$ cat src/bridge_pkg.sv
package bridge_pkg;

    // frame start byte
    localparam logic [7:0] frame_header = 8'hAA;

    // command codes
    localparam logic [7:0] cmd_pwm        = 8'h01;
    localparam logic [7:0] cmd_uart_tx    = 8'h02;
    localparam logic [7:0] cmd_led_toggle = 8'h03;

    // parser result handed to the command processor
    typedef struct packed {
        logic [7:0]  cmd;
        logic [15:0] len;
    } frame_info_t;

    // shared command bus, driven by the processor, read by every handler
    typedef struct packed {
        logic [7:0]  cmd_type;
        logic [15:0] length;
        logic [7:0]  data;
        logic [15:0] index;
        // one-cycle pulse before any data
        logic        start;
        // one pulse per payload byte
        logic        data_valid;
        // one cycle after the last byte
        logic        done;
    } cmd_bus_t;

endpackage

$ cat src/protocol_parser.sv
module protocol_parser #(
    parameter int MAX_PAYLOAD_LEN = 256
) (
    input  logic                               clk,
    input  logic                               rst_n,
    input  logic [7:0]                         data_in,
    input  logic                               data_valid,
    input  logic [$clog2(MAX_PAYLOAD_LEN)-1:0] payload_read_addr,
    output logic [7:0]                         payload_read_data,
    output logic                               parse_done,
    output logic                               parse_error,
    output bridge_pkg::frame_info_t            frame
);
    import bridge_pkg::*;

    localparam int ADDR_W = $clog2(MAX_PAYLOAD_LEN);

    typedef enum logic [2:0] {
        ST_HEADER,
        ST_CMD,
        ST_LEN_HI,
        ST_LEN_LO,
        ST_PAYLOAD,
        ST_CHECKSUM
    } state_t;

    state_t      state;
    logic [7:0]  csum;
    logic [15:0] byte_cnt;
    logic [15:0] len_full;
    logic [7:0]  payload_mem [MAX_PAYLOAD_LEN];

    // length as seen while the low byte is on the input
    assign len_full = {frame.len[15:8], data_in};

    // payload buffer with a registered read port
    always_ff @(posedge clk) begin
        if (data_valid && state == ST_PAYLOAD) begin
            payload_mem[byte_cnt[ADDR_W-1:0]] <= data_in;
        end
        payload_read_data <= payload_mem[payload_read_addr];
    end

    always_ff @(posedge clk or negedge rst_n) begin
        if (!rst_n) begin
            state       <= ST_HEADER;
            csum        <= '0;
            byte_cnt    <= '0;
            frame       <= '0;
            parse_done  <= 1'b0;
            parse_error <= 1'b0;
        end else begin
            parse_done  <= 1'b0;
            parse_error <= 1'b0;
            if (data_valid) begin
                case (state)
                    ST_HEADER: begin
                        // anything but the header byte is dropped here
                        if (data_in == frame_header) begin
                            state <= ST_CMD;
                        end
                    end
                    ST_CMD: begin
                        frame.cmd <= data_in;
                        csum      <= data_in;
                        state     <= ST_LEN_HI;
                    end
                    ST_LEN_HI: begin
                        frame.len[15:8] <= data_in;
                        csum            <= csum ^ data_in;
                        state           <= ST_LEN_LO;
                    end
                    ST_LEN_LO: begin
                        frame.len[7:0] <= data_in;
                        csum           <= csum ^ data_in;
                        byte_cnt       <= '0;
                        if (len_full > 16'(MAX_PAYLOAD_LEN)) begin
                            // too long for the buffer, resync on next header
                            parse_error <= 1'b1;
                            state       <= ST_HEADER;
                        end else if (len_full == 16'd0) begin
                            state <= ST_CHECKSUM;
                        end else begin
                            state <= ST_PAYLOAD;
                        end
                    end
                    ST_PAYLOAD: begin
                        csum     <= csum ^ data_in;
                        byte_cnt <= byte_cnt + 16'd1;
                        if (byte_cnt == frame.len - 16'd1) begin
                            state <= ST_CHECKSUM;
                        end
                    end
                    ST_CHECKSUM: begin
                        if (csum == data_in) begin
                            parse_done <= 1'b1;
                        end else begin
                            parse_error <= 1'b1;
                        end
                        state <= ST_HEADER;
                    end
                    default: begin
                        state <= ST_HEADER;
                    end
                endcase
            end
        end
    end

    a_done_error_exclusive: assert property (
        @(posedge clk) disable iff (!rst_n) !(parse_done && parse_error)
    );

endmodule

$ cat src/command_processor.sv
module command_processor #(
    parameter int PAYLOAD_ADDR_WIDTH = 8
) (
    input  logic                          clk,
    input  logic                          rst_n,
    input  logic                          parse_done,
    input  bridge_pkg::frame_info_t       frame,
    input  logic [7:0]                    payload_read_data,
    input  logic                          cmd_ready,
    output logic [PAYLOAD_ADDR_WIDTH-1:0] payload_read_addr,
    output bridge_pkg::cmd_bus_t          cmd_bus,
    output logic                          led_out
);
    import bridge_pkg::*;

    typedef enum logic [1:0] {
        ST_IDLE,
        ST_RUN,
        ST_FINISH
    } state_t;

    state_t      state;
    logic [15:0] rd_idx;
    // read data for rd_idx is on payload_read_data
    logic        in_flight;
    logic        last_byte;

    // address stays put while the handlers hold off
    assign payload_read_addr = rd_idx[PAYLOAD_ADDR_WIDTH-1:0];
    assign last_byte         = (rd_idx == cmd_bus.length - 16'd1);

    always_ff @(posedge clk or negedge rst_n) begin
        if (!rst_n) begin
            state     <= ST_IDLE;
            rd_idx    <= '0;
            in_flight <= 1'b0;
            cmd_bus   <= '0;
            led_out   <= 1'b0;
        end else begin
            cmd_bus.start      <= 1'b0;
            cmd_bus.data_valid <= 1'b0;
            cmd_bus.done       <= 1'b0;
            case (state)
                ST_IDLE: begin
                    if (parse_done) begin
                        cmd_bus.cmd_type <= frame.cmd;
                        cmd_bus.length   <= frame.len;
                        cmd_bus.start    <= 1'b1;
                        rd_idx           <= '0;
                        in_flight        <= 1'b0;
                        // empty payload goes straight to done
                        state <= (frame.len == 16'd0) ? ST_FINISH : ST_RUN;
                    end
                end
                ST_RUN: begin
                    if (!in_flight) begin
                        // one cycle of read latency
                        in_flight <= 1'b1;
                    end else if (cmd_ready) begin
                        cmd_bus.data       <= payload_read_data;
                        cmd_bus.index      <= rd_idx;
                        cmd_bus.data_valid <= 1'b1;
                        in_flight          <= 1'b0;
                        rd_idx             <= rd_idx + 16'd1;
                        if (last_byte) begin
                            state <= ST_FINISH;
                        end
                    end
                end
                ST_FINISH: begin
                    cmd_bus.done <= 1'b1;
                    if (cmd_bus.cmd_type == cmd_led_toggle) begin
                        led_out <= ~led_out;
                    end
                    state <= ST_IDLE;
                end
                default: begin
                    state <= ST_IDLE;
                end
            endcase
        end
    end

    // a handler may drop ready only after it has taken a byte
    a_valid_needs_ready: assert property (
        @(posedge clk) disable iff (!rst_n) cmd_bus.data_valid |-> cmd_ready
    );

endmodule

$ cat src/pwm_handler.sv
module pwm_handler (
    input  logic                 clk,
    input  logic                 rst_n,
    input  bridge_pkg::cmd_bus_t cmd_bus,
    output logic                 pwm_ready,
    output logic [7:0]           pwm_pins
);
    import bridge_pkg::*;

    logic [7:0] duty [8];
    logic [7:0] pwm_cnt;
    logic [7:0] channel;
    logic       pwm_write;

    assign pwm_write = cmd_bus.data_valid && (cmd_bus.cmd_type == cmd_pwm);

    // duty writes finish in one cycle, never stall the bus
    assign pwm_ready = 1'b1;

    // period of 256 cycles
    always_ff @(posedge clk or negedge rst_n) begin
        if (!rst_n) begin
            pwm_cnt <= '0;
        end else begin
            pwm_cnt <= pwm_cnt + 8'd1;
        end
    end

    // even index picks the channel, odd index carries its duty
    always_ff @(posedge clk or negedge rst_n) begin
        if (!rst_n) begin
            channel <= '0;
            for (int i = 0; i < 8; i++) begin
                duty[i] <= '0;
            end
        end else if (pwm_write) begin
            if (!cmd_bus.index[0]) begin
                channel <= cmd_bus.data;
            end else if (channel < 8'd8) begin
                duty[channel[2:0]] <= cmd_bus.data;
            end
        end
    end

    for (genvar i = 0; i < 8; i++) begin : g_pin
        assign pwm_pins[i] = (pwm_cnt < duty[i]);
    end

endmodule

$ cat src/uart_handler.sv
module uart_handler #(
    parameter int CLKS_PER_BIT = 868
) (
    input  logic                 clk,
    input  logic                 rst_n,
    input  bridge_pkg::cmd_bus_t cmd_bus,
    output logic                 uart_ready,
    output logic                 ext_uart_tx
);
    import bridge_pkg::*;

    localparam int BAUD_W = (CLKS_PER_BIT > 1) ? $clog2(CLKS_PER_BIT) : 1;
    localparam logic [BAUD_W-1:0] BAUD_LAST = BAUD_W'(CLKS_PER_BIT - 1);

    logic              busy;
    logic              tx_accept;
    logic              bit_end;
    logic [BAUD_W-1:0] baud_cnt;
    logic [3:0]        bit_cnt;
    // stop bit above the data byte, shifted out lsb first
    logic [8:0]        tx_shift;

    assign tx_accept  = cmd_bus.data_valid && (cmd_bus.cmd_type == cmd_uart_tx) && !busy;
    assign bit_end    = (baud_cnt == BAUD_LAST);
    assign uart_ready = !busy;

    always_ff @(posedge clk or negedge rst_n) begin
        if (!rst_n) begin
            busy        <= 1'b0;
            baud_cnt    <= '0;
            bit_cnt     <= '0;
            tx_shift    <= '1;
            ext_uart_tx <= 1'b1;
        end else if (tx_accept) begin
            // start bit goes out right away
            busy        <= 1'b1;
            baud_cnt    <= '0;
            bit_cnt     <= '0;
            tx_shift    <= {1'b1, cmd_bus.data};
            ext_uart_tx <= 1'b0;
        end else if (busy) begin
            if (bit_end) begin
                baud_cnt <= '0;
                if (bit_cnt == 4'd9) begin
                    // stop bit done, line stays idle high
                    busy <= 1'b0;
                end else begin
                    bit_cnt     <= bit_cnt + 4'd1;
                    ext_uart_tx <= tx_shift[0];
                    tx_shift    <= {1'b1, tx_shift[8:1]};
                end
            end else begin
                baud_cnt <= baud_cnt + 1'b1;
            end
        end
    end

    // processor must wait for ready before the next byte
    a_no_byte_while_busy: assert property (
        @(posedge clk) disable iff (!rst_n)
        (cmd_bus.data_valid && cmd_bus.cmd_type == cmd_uart_tx) |-> uart_ready
    );

endmodule

$ cat src/cmd_bridge.sv
module cmd_bridge #(
    parameter int MAX_PAYLOAD_LEN = 256,
    parameter int CLKS_PER_BIT    = 868
) (
    input  logic       clk,
    input  logic       rst_n,
    input  logic [7:0] data_in,
    input  logic       data_valid,
    output logic       led_out,
    output logic [7:0] pwm_pins,
    output logic       ext_uart_tx
);
    import bridge_pkg::*;

    localparam int PAYLOAD_ADDR_WIDTH = $clog2(MAX_PAYLOAD_LEN);

    logic                          parse_done;
    logic                          parse_error;
    frame_info_t                   frame;
    logic [PAYLOAD_ADDR_WIDTH-1:0] payload_read_addr;
    logic [7:0]                    payload_read_data;
    cmd_bus_t                      cmd_bus;
    logic                          pwm_ready;
    logic                          uart_ready;
    logic                          cmd_ready;

    // bus moves only when every handler can take a byte
    assign cmd_ready = pwm_ready & uart_ready;

    protocol_parser #(
        .MAX_PAYLOAD_LEN(MAX_PAYLOAD_LEN)
    ) u_parser (
        .clk              (clk),
        .rst_n            (rst_n),
        .data_in          (data_in),
        .data_valid       (data_valid),
        .payload_read_addr(payload_read_addr),
        .payload_read_data(payload_read_data),
        .parse_done       (parse_done),
        .parse_error      (parse_error),
        .frame            (frame)
    );

    command_processor #(
        .PAYLOAD_ADDR_WIDTH(PAYLOAD_ADDR_WIDTH)
    ) u_command_processor (
        .clk              (clk),
        .rst_n            (rst_n),
        .parse_done       (parse_done),
        .frame            (frame),
        .payload_read_data(payload_read_data),
        .cmd_ready        (cmd_ready),
        .payload_read_addr(payload_read_addr),
        .cmd_bus          (cmd_bus),
        .led_out          (led_out)
    );

    pwm_handler u_pwm_handler (
        .clk      (clk),
        .rst_n    (rst_n),
        .cmd_bus  (cmd_bus),
        .pwm_ready(pwm_ready),
        .pwm_pins (pwm_pins)
    );

    uart_handler #(
        .CLKS_PER_BIT(CLKS_PER_BIT)
    ) u_uart_handler (
        .clk        (clk),
        .rst_n      (rst_n),
        .cmd_bus    (cmd_bus),
        .uart_ready (uart_ready),
        .ext_uart_tx(ext_uart_tx)
    );

endmodule

$ cat config.mk
export PLATFORM = sky130hd
export DESIGN_NAME = cmd_bridge
export DESIGN_NICKNAME = d
export VERILOG_FILES = /design/src/bridge_pkg.sv /design/src/protocol_parser.sv /design/src/command_processor.sv /design/src/pwm_handler.sv /design/src/uart_handler.sv /design/src/cmd_bridge.sv
export SDC_FILE = /design/constraint.sdc
export NUM_CORES = 2
export LEC_CHECK = 0
export BUFFER_PORTS_ARGS = -buffer_cell sky130_fd_sc_hd__buf_2
export CORE_MARGIN = 4
export CORE_UTILIZATION = 50
export CTS_CLUSTER_SIZE = 8
export DETAILED_ROUTE_END_ITERATION = 6
export PLACE_DENSITY = 0.68
export SYNTH_ARGS = -nofsm -noshare
export SYNTH_HDL_FRONTEND = slang
export SYNTH_HIERARCHICAL = 1
export SYNTH_SLANG_ARGS = --single-unit
$ cat constraint.sdc
create_clock -name clk -period 2.4 [get_ports clk]
set_input_delay 0.12 -clock clk [delete_from_list [all_inputs] [get_ports clk]]
set_output_delay 0.12 -clock clk [all_outputs]
set_load 0.02 [all_outputs]
# Word level (Yosys, flattened, before mapping)
# Memories as Yosys holds them, arrays and structs flattened. A register that Yosys moved wholly into a read port is not among the register bits.
# Cells that the tools add are included.
[classes] n_addsub=7 magnitude_cmp=12 n_eq_ne=23 muxes=51 bitwise_logic=5 n_reduce_logical=31
[op_table] cell="bitwise mux 64 bit" n=1
[op_table] cell="less-than comparator 8 bit" n=8
[op_table] cell="case mux 16 bit (2 select lines)" n=2
[op_table] cell="2-to-1 mux 16 bit" n=3
[op_table] cell="2-to-1 mux 9 bit" n=4
[op_table] cell="adder 16 x 1 -> 16 bit, second input constant" n=2
[op_table] cell="== test 16 bit" n=2
[op_table] cell="logical NOT 16 bit" n=2
[op_table] cell="subtractor 16 x 1 -> 16 bit, second input constant" n=2
[op_table] cell="2-to-1 mux 10 bit" n=3
[op_table] cell="demux 8 bit (select 3 bit)" n=1
[op_table] cell="2-to-1 mux 1 bit" n=20
[op_table] cell="AND reduction 2 bit" n=9
[op_table] cell="== test 8 x 2 -> 1 bit, second input constant" n=2
[op_table] cell="greater-than comparator 16 x 9 -> 1 bit, second input constant" n=1
[op_table] cell="2-to-1 mux 4 bit" n=4
[op_table] cell="case mux 8 bit (2 select lines)" n=1
[op_table] cell="case mux 3 bit (5 select lines)" n=1
[op_table] cell="AND reduction 3 bit" n=4
[op_table] cell="adder 10 x 1 -> 10 bit, second input constant" n=1
[op_table] cell="== test 10 bit, second input constant" n=1
[op_table] cell="2-to-1 mux 2 bit" n=5
[op_table] cell="nonzero test 2 bit" n=5
[op_table] cell="2-to-1 mux 3 bit" n=3
[op_table] cell="other kinds (28)" n=42
[word_totals] regBits=211 ramBits=2048 word_cells=161 n_memories=1
[mem_list] memory="u_parser.payload_mem" words=256 width=8 read_ports=1 rd_clocked_by_memory_dff=1 wr=1 line_no="protocol_parser.sv:31" text="logic [7:0] payload_mem [MAX_PAYLOAD_LEN];"

# Logic depth before layout (Yosys ltp)
[depth] ltp_word=6 ltp_mapped=13

# Hierarchy
# Netlist, hierarchy kept.
[by_module_without_submodules] mod="protocol_parser" instances=1 cells_each=4083 area_per_inst_um2=82820.7 seq_area_each_um2=62985.4
[by_module_without_submodules] mod="pwm_handler" instances=1 cells_each=378 area_per_inst_um2=4538.1 seq_area_each_um2=2001.9
[by_module_without_submodules] mod="command_processor" instances=1 cells_each=340 area_per_inst_um2=3418.3 seq_area_each_um2=1776.7
[by_module_without_submodules] mod="uart_handler" instances=1 cells_each=125 area_per_inst_um2=1318.8 seq_area_each_um2=611.8
[by_module_without_submodules] mod="cmd_bridge" instances=1 cells_each=1 area_per_inst_um2=6.3 seq_area_each_um2=0.0

# Worst setup path before layout
# Ideal clock, no wire load.
[synth_path] kind="register -> register" start="register u_parser.state[0]" end="memory u_parser.payload_mem[191][0] (enable)" setup_ps=385 t_arrival_ps=2209 required_time_ps=2015 setup_slack_ps=-195 path_stages_with_launch=8 n_path_buf=3 cell_sequence="dfrtp_1 clkbuf_1 nor4bb_1 buf_2 nand3_1 or2_2 clkbuf_1 nor3b_1"
[synth_between] elab_chain_len=4
[synth_rtl] item="start, declared" line_no="protocol_parser.sv:27" text="state_t state;"
[synth_rtl] item="start signal, assigned" line_no="protocol_parser.sv:46" text="state <= ST_HEADER;"
[synth_rtl] item="start signal, assigned" line_no="protocol_parser.sv:60" text="state <= ST_CMD;"
[synth_rtl] item="start signal, assigned" line_no="protocol_parser.sv:66" text="state <= ST_LEN_HI;"
[synth_rtl] item="== test 3 bit" line_no="protocol_parser.sv:38" text="if (data_valid && state == ST_PAYLOAD) begin"
[synth_rtl] item="logical AND 1 bit" line_no="protocol_parser.sv:38"
[synth_rtl] item="2-to-1 mux 1 bit" line_no="protocol_parser.sv:38"
[synth_rtl] item="2-to-1 mux 1 bit (not written as such)" line_no="protocol_parser.sv:39" text="payload_mem[byte_cnt[ADDR_W-1:0]] <= data_in;"
[synth_rtl] item="end, declared" line_no="protocol_parser.sv:31"
# Every way passes these cells.

==> impl_results.md <==
- Highest metal used: met4
- Clock Path Buffers: 4
- CTS buffer count: approximately 330
- Max transition margin: 24.5%
- Via density: 6.21
- Worst Setup Start Kind: flop
- H-tree depth: 5
- Initial antenna violation count: 7
- Post-Layout Inst Area: 111000 sq um
- Pins Over Slew Limit: 0
- Worst Setup SP: u_command_processor/rd_idx[0]$_DFFE_PN0P_
- IO buf count: 20
- Synth Net Count: a little under 5000
- Internal power: roughly 0.070 W
- Initial core utilization: 50.4%
- Share of cells above drive strength 1: approximately 34%
- Row count: between 150 and 200
- Failing checks: setup timing
- Synth Instances: just under 5000
- Nets: just under 6000
- Worst-path clk slew: ~50 ps
- Critical-path maximum fanout: 22
- Wire length on met1: ~91 mm
- Fmax: around 340 MHz
- Detailed-route DRC error count: 0
- Sw power: 0.0175 W
- Final hold violations: 0
- Largest net degree at the start of global routing: between 150 and 200
- Crit path required time: about 3200 ps
- Total power: just under 0.09 W
- Status: finished, violations left
- Min Tclk post-route: slightly below 3000 ps
- WL met3: 22.8 mm
- WL per Instance: 28.6 um
- Worst-margin pin slew: between 1000 and 1500 ps
- # IOs: 21
- Hold Slack: roughly 170 ps
- CTS tree: done
- Clk Tree Root Cell: clkbuf_16
- Die ar.: 190000 sq um
- First-iteration detailed-routing DRC count: between 6000 and 7000
- Hold crit path type: in2reg
- Synth warn: 6
- Wirelength, routed: 237 mm
- Pleak: about 37 nW
- Die X: around 440 um
- Placer Congestion: a little under 0.9
- Pre-Repair DR Iteration Count: 5
- Clock latency on the worst-skew pair: roughly 900 ps
- Arr. time, crit path: around 3800 ps
- Logic pwr share: approximately 3.2%
- Peak VDD IR: between 600 and 700 uV
- Hold wc startpoint: data_in[7]
- Tcrit/Tclk final: 122%
- Routed wl met2: between 100 and 150 mm
- Vias: 51400
- Global route total overflow: 0
- # clock sinks: roughly 2300
- Tot GR Track Use: 24.6%
- Placed Area: ~100000 sq um
- Post-Syn Area per Cell: 18.8 sq um
- Hpwl dp: roughly 150 mm
- Cell area power density: 784 nW/um^2
- Core box area: 181000 sq um
- Die height: between 400 and 500 um
- Crit. End Element: flop
- Synthesized cell area: ~90000 sq um
- Setup Viol. Count Final: 17
- Register share of total power: 50.1%
- Clk pwr share: a little under half
- Critical path type: reg2reg
- Worst Slack Setup Final: -536 ps
- Reg2reg start: u_command_processor/rd_idx[0]$_DFFE_PN0P_
- Maxcap violations: 0
- Area Growth Syn to Fin: 21.7%
- Vias in the first global route: roughly 52000
- First-pass GRT wire length: about 350 mm
- Setup repair after global routing missed its margin: yes
- Final ANT Viol Nets: 0
- Net Sw Frac: approximately 20%
- Final setup skew: about 60 ps
## power by group through the flow
stage | combinational [W] | sequential, W | clock (W)
final | 0.00280 | 0.0437 | 0.0407
after global routing | 0.00301 | 0.0437 | 0.0432
after CTS | 0.00277 | 0.0437 | 0.0414
after detailed placement | 0.00273 | 0.0444 | 0
after global placement | 0.00264 | 0.0444 | 0
after floorplan | 0.00120 | 0.0444 | 0
## state kept, by name, indices dropped and copies added (netlist names), 10 cells and up
| register | flops |
|---|---|
| u_parser/frame | 24 |
| u_command_processor/cmd_bus | 34 |
| u_pwm_handler/duty | 64 |
| u_parser/payload_mem | 2048 |
| u_command_processor/rd_idx | 16 |
| u_uart_handler/baud_cnt | 10 |
| u_parser/byte_cnt | 16 |
## path summary, 6_finish.rpt
| kind | end | slack, ps | depth (start not counted) |
|---|---|---|---|
| worst min-delay path | u_parser/payload_mem[19][7]$_DFFE_PP_ | 170 | 2 |
| worst max-delay path | u_parser/payload_read_data[1]$_DFF_P_ | -540 | 9 |
| min in group asynchronous | u_uart_handler/tx_shift[4]$_DFFE_PN1P_ | 410 | 3 |
| max in group asynchronous | u_pwm_handler/duty[14]$_DFFE_PN0P_ | 1600 | 4 |
| worst min register to register | u_uart_handler/ext_uart_tx$_DFFE_PN1P_ | 450 | 2 |
| worst max register to register | u_parser/payload_read_data[1]$_DFF_P_ | -540 | 9 |
## timing repair
action | CTS | global route
pin swaps | 37 | 45
hold endpoints to repair | 961 | 0
gates resized for setup | 113 | 109
buffers inserted | 20 | 31
gates cloned | 3 | 6
endpoints found under the setup margin | 20 | 73
hold buffers | 14 | 0
## cell usage in the layout (no fill, tap or decap), drive strengths merged, types with 33 or more instances in the layout
master,n
nand3,77
o21ai,56
nand2,108
buf,882
xnor2,37
nor4,51
inv,85
clkbuf,429
edfxtp,2048
mux2,136
a21oi,144
o221ai,39
a22oi,162
nor3,43
o22ai,33
dfrtp,201
nor2,313
ha,67
mux4,448
mux2i,147
## critical path, stage by stage (launching register included)
cell	delay, ps
dfrtp_4	530
buf_6	270
buf_16	230
buf_4	190
mux4_2	510
a22oi_2	210
a21oi_2	160
nor4_4	450
buf_4	180
nor4_1	40
## layout make-up
type,instances,area (sq um)
fill,12300,70100
clock buffer,423,8840
tap,2370,2970
clock inverter,9,78.8
sequential,2266,66900
timing repair buffer,901,8550
multi-input combinational,2220,23600
inverter,79,297
antenna,3,7.51
## through the flow
stage | worst slack (ps) | util, % | instances | TNS [ps]
finish | -536 | 61.4 | 8271 | -5280
global route | -557 | 61.4 | 8269 | -6810
CTS | -493 | 60.8 | 8235 | -5910
detailed placement | -1100 | 55.4 | 7766 | -6640
global placement | -1090 | 55.4 | 7766 | -6580
floorplan | -41.9 | - | 4859 | -35630
## per-layer routing
metal	track usage, %	vias up
met5	0	-
met4	8.87	0
met3	5.28	458
met2	38.9	2761
met1	34.1	26600
li1	-	21600
Note: power is estimated with default switching activity, not from simulation.
